File: src/rtl/cache_pkg.sv
package cache_pkg;

    // ------------------------------
    // address format
    // ------------------------------
    localparam int word_w   = 16;
    localparam int tag_w    = 5;
    localparam int index_w  = 8;
    localparam int offset_w = 3;    // byte offset, bit 0 unused
    localparam int lines    = 256;

    // one 16-bit address seen either as a plain word or split into its fields
    typedef union packed {
        logic [word_w-1:0] word;
        struct packed {
            logic [tag_w-1:0]    tag;
            logic [index_w-1:0]  index;
            logic [offset_w-1:0] offset;
        } fields;
    } cache_addr_u;

    // ------------------------------
    // controller states
    // ------------------------------
    // evict and fill states are consecutive codes
    typedef enum logic [3:0] {
        idle, comp_rd, comp_wr,
        evict_0, evict_1, evict_2, evict_3,
        fill_0, fill_1, fill_2, fill_3, fill_4, fill_5,
        done_st
    } ctrl_state_e;

endpackage
File: src/rtl/cache_ctrl.sv
`timescale 1ns/1ns

module cache_ctrl (
    input  logic                            clk,
    input  logic                            rst,
    // host
    input  logic                            rd,
    input  logic                            wr,
    input  logic [cache_pkg::word_w-1:0]    addr,
    input  logic [cache_pkg::word_w-1:0]    data_in,
    output logic                            stall,
    output logic                            done,
    output logic                            cache_hit,
    output logic [cache_pkg::word_w-1:0]    data_out,
    // cache store
    input  logic                            hit,
    input  logic                            dirty,
    input  logic                            valid,
    input  logic [cache_pkg::tag_w-1:0]     tag_out,
    input  logic [cache_pkg::word_w-1:0]    store_rdata,
    output logic                            enable,
    output logic                            comp,
    output logic                            write,
    output logic                            valid_in,
    output logic [cache_pkg::tag_w-1:0]     tag_in,
    output logic [cache_pkg::index_w-1:0]   index,
    output logic [cache_pkg::offset_w-1:0]  offset,
    output logic [cache_pkg::word_w-1:0]    store_wdata,
    // main memory
    input  logic [cache_pkg::word_w-1:0]    mem_rdata,
    output logic [cache_pkg::word_w-1:0]    mem_addr,
    output logic [cache_pkg::word_w-1:0]    mem_wdata,
    output logic                            mem_wr,
    output logic                            mem_rd
);
    import cache_pkg::*;

    ctrl_state_e       state;
    ctrl_state_e       nxt_state;

    cache_addr_u       req_addr;    // latched at acceptance
    logic [word_w-1:0] req_data;
    logic              req_wr;      // 1 for a write request
    logic              hit_q;       // compare result, reported with done
    logic [word_w-1:0] hold;        // read result

    cache_addr_u       mem_au;      // memory address being built
    logic [1:0]        mem_sel;     // line word for evict writes and fill reads
    logic [1:0]        fill_sel;    // line word written back into the store
    logic              accept;
    logic              evicting;
    logic              fill_rd;
    logic              fill_wr;
    logic              merge;       // fill word is the requested one

    assign accept   = (state == idle) && (rd || wr);
    assign evicting = state inside {evict_0, evict_1, evict_2, evict_3};
    assign fill_rd  = state inside {fill_0, fill_1, fill_2, fill_3};
    assign fill_wr  = state inside {fill_2, fill_3, fill_4, fill_5};
    assign merge    = (req_addr.fields.offset[2:1] == fill_sel);

    assign mem_addr = mem_au.word;
    assign data_out = hold;

    // ------------------------------
    // word selects
    // ------------------------------
    always_comb begin
        case (state)
            evict_1, fill_1: mem_sel = 2'd1;
            evict_2, fill_2: mem_sel = 2'd2;
            evict_3, fill_3: mem_sel = 2'd3;
            default:         mem_sel = 2'd0;
        endcase

        // returned words trail the read strobes by two states
        case (state)
            fill_3:  fill_sel = 2'd1;
            fill_4:  fill_sel = 2'd2;
            fill_5:  fill_sel = 2'd3;
            default: fill_sel = 2'd0;
        endcase
    end

    // ------------------------------
    // next state and outputs
    // ------------------------------
    always_comb begin
        nxt_state   = state;
        stall       = 1'b1;
        done        = 1'b0;
        cache_hit   = 1'b0;

        enable      = 1'b0;
        comp        = 1'b0;
        write       = 1'b0;
        valid_in    = 1'b0;
        tag_in      = req_addr.fields.tag;
        index       = req_addr.fields.index;
        offset      = req_addr.fields.offset;
        store_wdata = req_data;

        mem_au.fields.tag    = req_addr.fields.tag;
        mem_au.fields.index  = req_addr.fields.index;
        mem_au.fields.offset = {mem_sel, 1'b0};
        mem_wdata            = store_rdata;
        mem_wr               = evicting;
        mem_rd               = fill_rd;

        case (state)
            idle: begin
                stall = 1'b0;
                if (rd) begin
                    nxt_state = comp_rd;
                end else if (wr) begin
                    nxt_state = comp_wr;
                end
            end

            comp_rd, comp_wr: begin
                enable = 1'b1;
                comp   = 1'b1;
                write  = (state == comp_wr);    // store writes only on a hit
                if (hit) begin
                    nxt_state = done_st;
                end else if (valid && dirty) begin
                    nxt_state = evict_0;
                end else begin
                    nxt_state = fill_0;
                end
            end

            evict_0, evict_1, evict_2, evict_3: begin
                enable            = 1'b1;
                offset            = {mem_sel, 1'b0};
                mem_au.fields.tag = tag_out;     // victim line address
                nxt_state         = ctrl_state_e'(state + 4'd1);
            end

            fill_0, fill_1, fill_2, fill_3, fill_4, fill_5: begin
                if (fill_wr) begin
                    enable      = 1'b1;
                    write       = 1'b1;
                    valid_in    = 1'b1;
                    offset      = {fill_sel, 1'b0};
                    store_wdata = (req_wr && merge) ? req_data : mem_rdata;
                    // a write request leaves the line dirty
                    comp        = (state == fill_5) && req_wr;
                end
                nxt_state = ctrl_state_e'(state + 4'd1);    // fill_5 steps to done_st
            end

            done_st: begin
                done      = 1'b1;
                cache_hit = hit_q;
                nxt_state = idle;
            end

            default: begin
                nxt_state = idle;
            end
        endcase
    end

    // ------------------------------
    // registers
    // ------------------------------
    always_ff @(posedge clk) begin
        if (rst) begin
            state  <= idle;
            req_wr <= 1'b0;
            hit_q  <= 1'b0;
        end else begin
            state <= nxt_state;
            if (accept) begin
                req_wr <= !rd;    // rd wins when both strobes are up
            end
            if (state inside {comp_rd, comp_wr}) begin
                hit_q <= hit;
            end
        end
    end

    always_ff @(posedge clk) begin
        if (accept) begin
            req_addr.word <= addr;
            req_data      <= data_in;
        end
        if (state == comp_rd && hit) begin
            hold <= store_rdata;
        end else if (fill_wr && !req_wr && merge) begin
            hold <= mem_rdata;    // requested word on its way into the store
        end
    end

endmodule

File: config.mk
export PLATFORM = sky130hd
export DESIGN_NAME = cache_ctrl
export DESIGN_NICKNAME = d
export VERILOG_FILES = /design/src/rtl/cache_pkg.sv /design/src/rtl/cache_ctrl.sv
export SDC_FILE = /design/constraint.sdc
export NUM_CORES = 1
export LEC_CHECK = 0
export BUFFER_PORTS_ARGS = -buffer_cell sky130_fd_sc_hd__buf_4
export CAP_MARGIN = 40
export CORE_ASPECT_RATIO = 2
export CORE_MARGIN = 3
export CORE_UTILIZATION = 50
export CTS_CLUSTER_DIAMETER = 50
export DETAILED_ROUTE_END_ITERATION = 7
export GPL_TIMING_DRIVEN = 1
export PLACE_DENSITY = 0.93
export SYNTH_ARGS = -nofsm -noshare
export SYNTH_HDL_FRONTEND = slang
export SYNTH_SLANG_ARGS = --single-unit
File: constraint.sdc
create_clock -name clk -period 8.1 [get_ports clk]
set_clock_uncertainty 0.1 [all_clocks]
set_input_delay 1.62 -clock clk [delete_from_list [all_inputs] [get_ports clk]]
set_output_delay 1.62 -clock clk [all_outputs]
set_load 0.01 [all_outputs]
======== After elaboration in Yosys (flattened, before gate mapping) ========
Index checks and enable logic that the tools add are counted.
word-level totals
  bits in registers ....................... 54
  latch bits .............................. 0
  bits in writable memories ............... 0
  bits in read-only memories .............. 0
  output and inout bits ................... 89
  word-level logic and storage cells ...... 70
  memories ................................ 0
cells by class
  add/sub/neg operators ................... 1
  multiply operators ...................... 0
  div/mod/pow operators ................... 0
  magnitude comparators ................... 0
  equality and inequality tests ........... 15
  shift-type cells ........................ 0
  muxes and demuxes ....................... 24
  bitwise logic cells ..................... 0
  reduce and logical (&&, ||, !) cells .... 24
operators by type and width
  operator             number
  $mux 16              5
  $eq 4x4->1 const B   6
  $eq 4x3->1 const B   4
  $mux 4               3
  $pmux 2 s3           2
  $pmux 4 s3           1
  $reduce_bool 4->1    3
  $reduce_or 6->1      2
  $reduce_or 10->1     1
  $eq 4x2->1 const B   2
  $reduce_or 2->1      4
  $logic_and 1x1->1    7
  $mux 1               6
  $mux 3               2
  $pmux 1 s2           3
  $pmux 3 s2           1
  $mux 5               1
  $add 4x1->4 const B  1
  $eq 4x1->1 const B   1
  $logic_not 4->1      1
  $reduce_bool 2->1    2
  $reduce_or 4->1      1
  $ne 3x3->1 const B   1
  $eq 2x2->1           1
  2 further kinds      3

======== Depth between registers and ports, before layout ========
  depth in word-level cells ............... 7
  mapped depth ............................ 9

======== Least setup slack after synthesis ========
No wires, ideal clock.
  path kind ............................... register to output
  start point ............................. register state[0]
  end point ............................... output store_wdata[10] (netlist bit)
  arrival ................................. 2.142 ns
  required time ........................... 6.380 ns
  setup slack ............................. 4.238 ns
  stages on the path, launching flop included .. 10
  path buffers ............................ 3
  cells stage by stage .................... dfxtp_1 > inv_1 > ha_1 > mux2_2 > a21bo_2 > buf_2 > and4_1 > clkbuf_1 > clkbuf_1 > o21ai_0
on the way
  word-level cells in the longest chain between the ends .. 7
ends and longest elaborated chain
  what                    line                                                   source
  start, declared         cache_ctrl.sv:38                                       ctrl_state_e state;
  start signal, assigned  cache_ctrl.sv:170                                      state <= idle;
  start signal, assigned  cache_ctrl.sv:174                                      state <= nxt_state;
  $eq 4x4->1              cache_ctrl.sv:59, cache_ctrl.sv:77, cache_ctrl.sv:110
  $pmux 2 s3              cache_ctrl.sv:77                                       case (state)
  $eq 2x2->1              cache_ctrl.sv:60                                       assign merge = (req_addr.fields.offset[2:1] == fill_sel);
  $logic_and 1x1->1       cache_ctrl.sv:146                                      store_wdata = (req_wr && merge) ? req_data : mem_rdata;
  $mux 16                 cache_ctrl.sv:146
  $mux 16                 cache_ctrl.sv:141                                      if (fill_wr) begin
  $mux 16 (*)             cache_ctrl.sv:110                                      case (state)
  end, declared           cache_ctrl.sv:28                                       output logic [cache_pkg::word_w-1:0] store_wdata,
Every way passes the cells marked *; elsewhere a longest branch is shown, timed or not.

======== Worst setup path after layout ========
  start point ............................. register state[0]
  end point ............................... output store_wdata[9] (netlist bit)
The elaborated chain is that of the path after synthesis.

==> results.py <==
metrics = {
    "outcome": {
        "status": "finished, final reports clean",
    },
    "cells_and_area": {
        "instances_no_fill": 539,
        "final.fill_count": 511,
        "final_layout_size_suffix_gt1_share_pct": 45.9,
        "nNetsFinal": 533,
        "area_growth_pct": 34.0,
        "n_antenna_cell": 0,
    },
    "power_and_ir_drop": {
        "switching_share_pct": 40.2,
        "combPwrFrac_pct": 53.3,
        "pwr-share-clk_pct": 15.3,
        "powerDensity_mw_per_mm2": 354,
        "power_mw": 1.60,
        "max-vdd-ir-drop_mv": 0.288,
        "p_int_mw": 0.958,
        "seqPwrFrac_pct": 31.4,
        "p_leak_nw": 1.95,
        "p_sw_mw": 0.645,
    },
    "clocking": {
        "cts_made_buffers": 5,
        "insertion_delay_ns": 0.30,
        "cts_resized": 0,
        "htree_num_levels": 2,
        "cts_root_buffer": "clkbuf_16",
        "cts_sinks": 54,
        "postCtsSetupBuffers": 0,
        "ctsHoldBuffers": 0,
        "clk_pin_slew_ns": 0.07,
        "cts_tree": "done",
        "clockBufferDepth": 2,
    },
    "yosys": {
        "synth_edf_count": 48,
        "yosys.area_share.simple_pct": 10.2,
        "ys_async_sr_fraction_pct": 0,
        "syn_inst": 342,
        "synth-seq-cells": 54,
        "synth_area_leaders": "edfxtp_1 (43%), buf_4 (8.4%), mux2_2 (7.3%)",
        "yosysMostFrequentCell": "edfxtp_1",
        "synth_common_cells": "edfxtp_1 (48), nand2_1 (41), buf_4 (38)",
        "synth_area_per_cell_sq_um": 9.90,
        "synth_top_area_cell": "edfxtp_1",
        "ys_seq_area_share_pct": 46.1,
        "synthAdderAreaFrac_pct": 1.85,
        "syn_nets": 423,
        "synth_compound_area_share_pct": 18.8,
        "synth_ff_type": "edfxtp_1",
        "synth_mux_area_share_pct": 7.61,
        "yosysWarnings": 0,
        "synth-xor-area-share_pct": 0.517,
        "synth_top_area_share_pct": 42.6,
        "ys_types": 45,
        "syn-cell-area_sq_mm": 0.00339,
        "synth_top_family_by_area": "compound AO/OA/AOI/OAI gates",
    },
    "drt": {
        "first_pass_iters": 5,
        "routedWlPerCell_um": 17.3,
        "m1WireLength_um": 3090,
        "wl_met3_um": 677,
        "top_layer_used": "met4",
        "wl_met2_um": 5320,
        "vias": 3034,
        "drtAntennaViolNets": 0,
        "via_per_inst": 5.63,
        "drc": 0,
        "drt_iter0_markers": 162,
        "wl_um": 9310,
    },
    "sta": {
        "rsz0062_at_grt": "false",
        "setup_viol": 0,
        "worstMarginPinSlew_ns": 0.756,
        "final.min_clock_period_ns": 4.68,
        "tns_ns": 0,
        "drv_slew": 0,
        "finalCritPeriodShare_pct": 57.7,
        "fmax_ghz": 0.214,
        "timing.final.hold_violations": 0,
        "max-slew-margin-rel_pct": 49.6,
    },
    "worst_setup_path": {
        "cp_max_fo": 20,
        "arrival_ns": 2.96,
        "endpoint_kind": "output port",
        "path_class": "flip-flop to output port",
        "start_kind": "flip-flop",
        "worstPathRequired_ns": 6.38,
    },
    "global_routing": {
        "grt_pass1_vias": 2809,
        "grt_max_degree": 33,
        "grt_usage_pct": 22.7,
        "grt_pass1_wl_um": 13900,
        "grt-ovfl-total": 0,
        "antenna_found_initial": 0,
    },
    "floorplan": {
        "initial_utilization_pct": 52.4,
        "dieArea_sq_mm": 0.00785,
        "die_h_um": 122,
        "core_area_sq_mm": 0.00646,
        "die_w_um": 64.2,
        "placementRows": 41,
        "ioPinCount": 165,
    },
    "placed_design": {
        "hpwl_um": 7310,
        "io_buffers": 163,
        "placed_cells": 531,
        "place_congestion": 0.885,
    },
    "run": {
        "maxCapViolCount": 0,
    },
    "hold_path": {
        "hp-class": "flip-flop to flip-flop",
    },
}
state kept, by name, summed over array words and instances, names as in the netlist:
signal,cells
data_out,16
hit_q,1
req_addr,16
req_data,16
req_wr,1
state,4
metal layers:
metal | global-route usage, % | vias to the layer above
met5 | 0 | -
met4 | 7.81 | 0
met3 | 4.49 | 17
met2 | 44.1 | 170
met1 | 23.6 | 1426
li1 | - | 1421
per-stage QoR:
step / hold slack [ns] / util [%] / instance area (sq um) / setup WS (ns)
after floorplan: 0.326 / - / 3390 / 4.24
after global placement: 0.341 / 67.0 / 4330 / 3.54
after detailed placement: 0.348 / 67.5 / 4360 / 3.83
after CTS: 0.359 / 70.2 / 4540 / 3.50
after global routing: 0.365 / 70.2 / 4540 / 3.23
final: 0.354 / 70.2 / 4540 / 3.42
kinds of logic (layout without fill, tap and decap cells):
| family | count (synthesis) | after routing |
|---|---|---|
| AO/OA/AOI/OAI | 95 | 95 |
| XOR/XNOR | 2 | 2 |
| adder cells (fa/ha/maj) | 5 | 5 |
| buffers and inverters | 88 | 199 |
| flip-flops | 54 | 54 |
| multiplexers | 23 | 23 |
| other | 1 | 1 |
| AND/OR/NAND/NOR | 74 | 74 |
cell type report:
class | instances | area (sq um) | area share (%)
clock buffers | 5 | 125 | 2.76
clock inverters | 3 | 47.5 | 1.05
flip-flops and latches | 54 | 1560 | 34.4
multi-input cells | 200 | 1340 | 29.4
well taps | 86 | 108 | 2.37
repair buffers | 169 | 1280 | 28.1
inverters | 22 | 82.6 | 1.82
final timing paths:
kind,from,end,slack (ns),cells past startpoint
worst max register to register,state[0],data_out[12],5.20,7
worst min-delay path,hit_q,hit_q,0.35,2
worst min register to register,hit_q,hit_q,0.35,2
worst max-delay path,state[0],store_wdata[9],3.42,7
critical path, stage by stage (launching register included):
cell and delay [ns]:
dfxtp_1 0.36, inv_1 0.13, ha_1 0.31, mux2_2 0.46, a21bo_2 0.41, and4_1 0.57
o21ai_0 0.22, buf_4 0.19
placed cells by master, fill, tap and decap left out, drive strengths merged, types with 3 or more instances in the layout:
cell,Yosys,layout
and2,3,3
dfxtp,6,6
nor3,3,3
and3,3,3
edfxtp,48,48
mux2,22,22
o31ai,5,5
a21oi,23,23
inv,22,23
buf,47,169
ha,5,5
nand2,41,41
o21ai,22,22
a31oi,16,16
a41oi,16,16
clkbuf,19,5
nor2b,4,4
nor2,10,10
power groups by stage:
stage          clock network, mW  logic (mW)  registers (mW)
2_1_floorplan                  0       0.571           0.483
3_3_place_gp                   0       0.818           0.506
3_5_place_dp                   0       0.851           0.507
4_1_cts                    0.249       0.853           0.501
5_1_grt                    0.258       0.924           0.513
6_report                   0.246       0.855           0.503
Note: power is estimated with default switching activity, not from simulation.
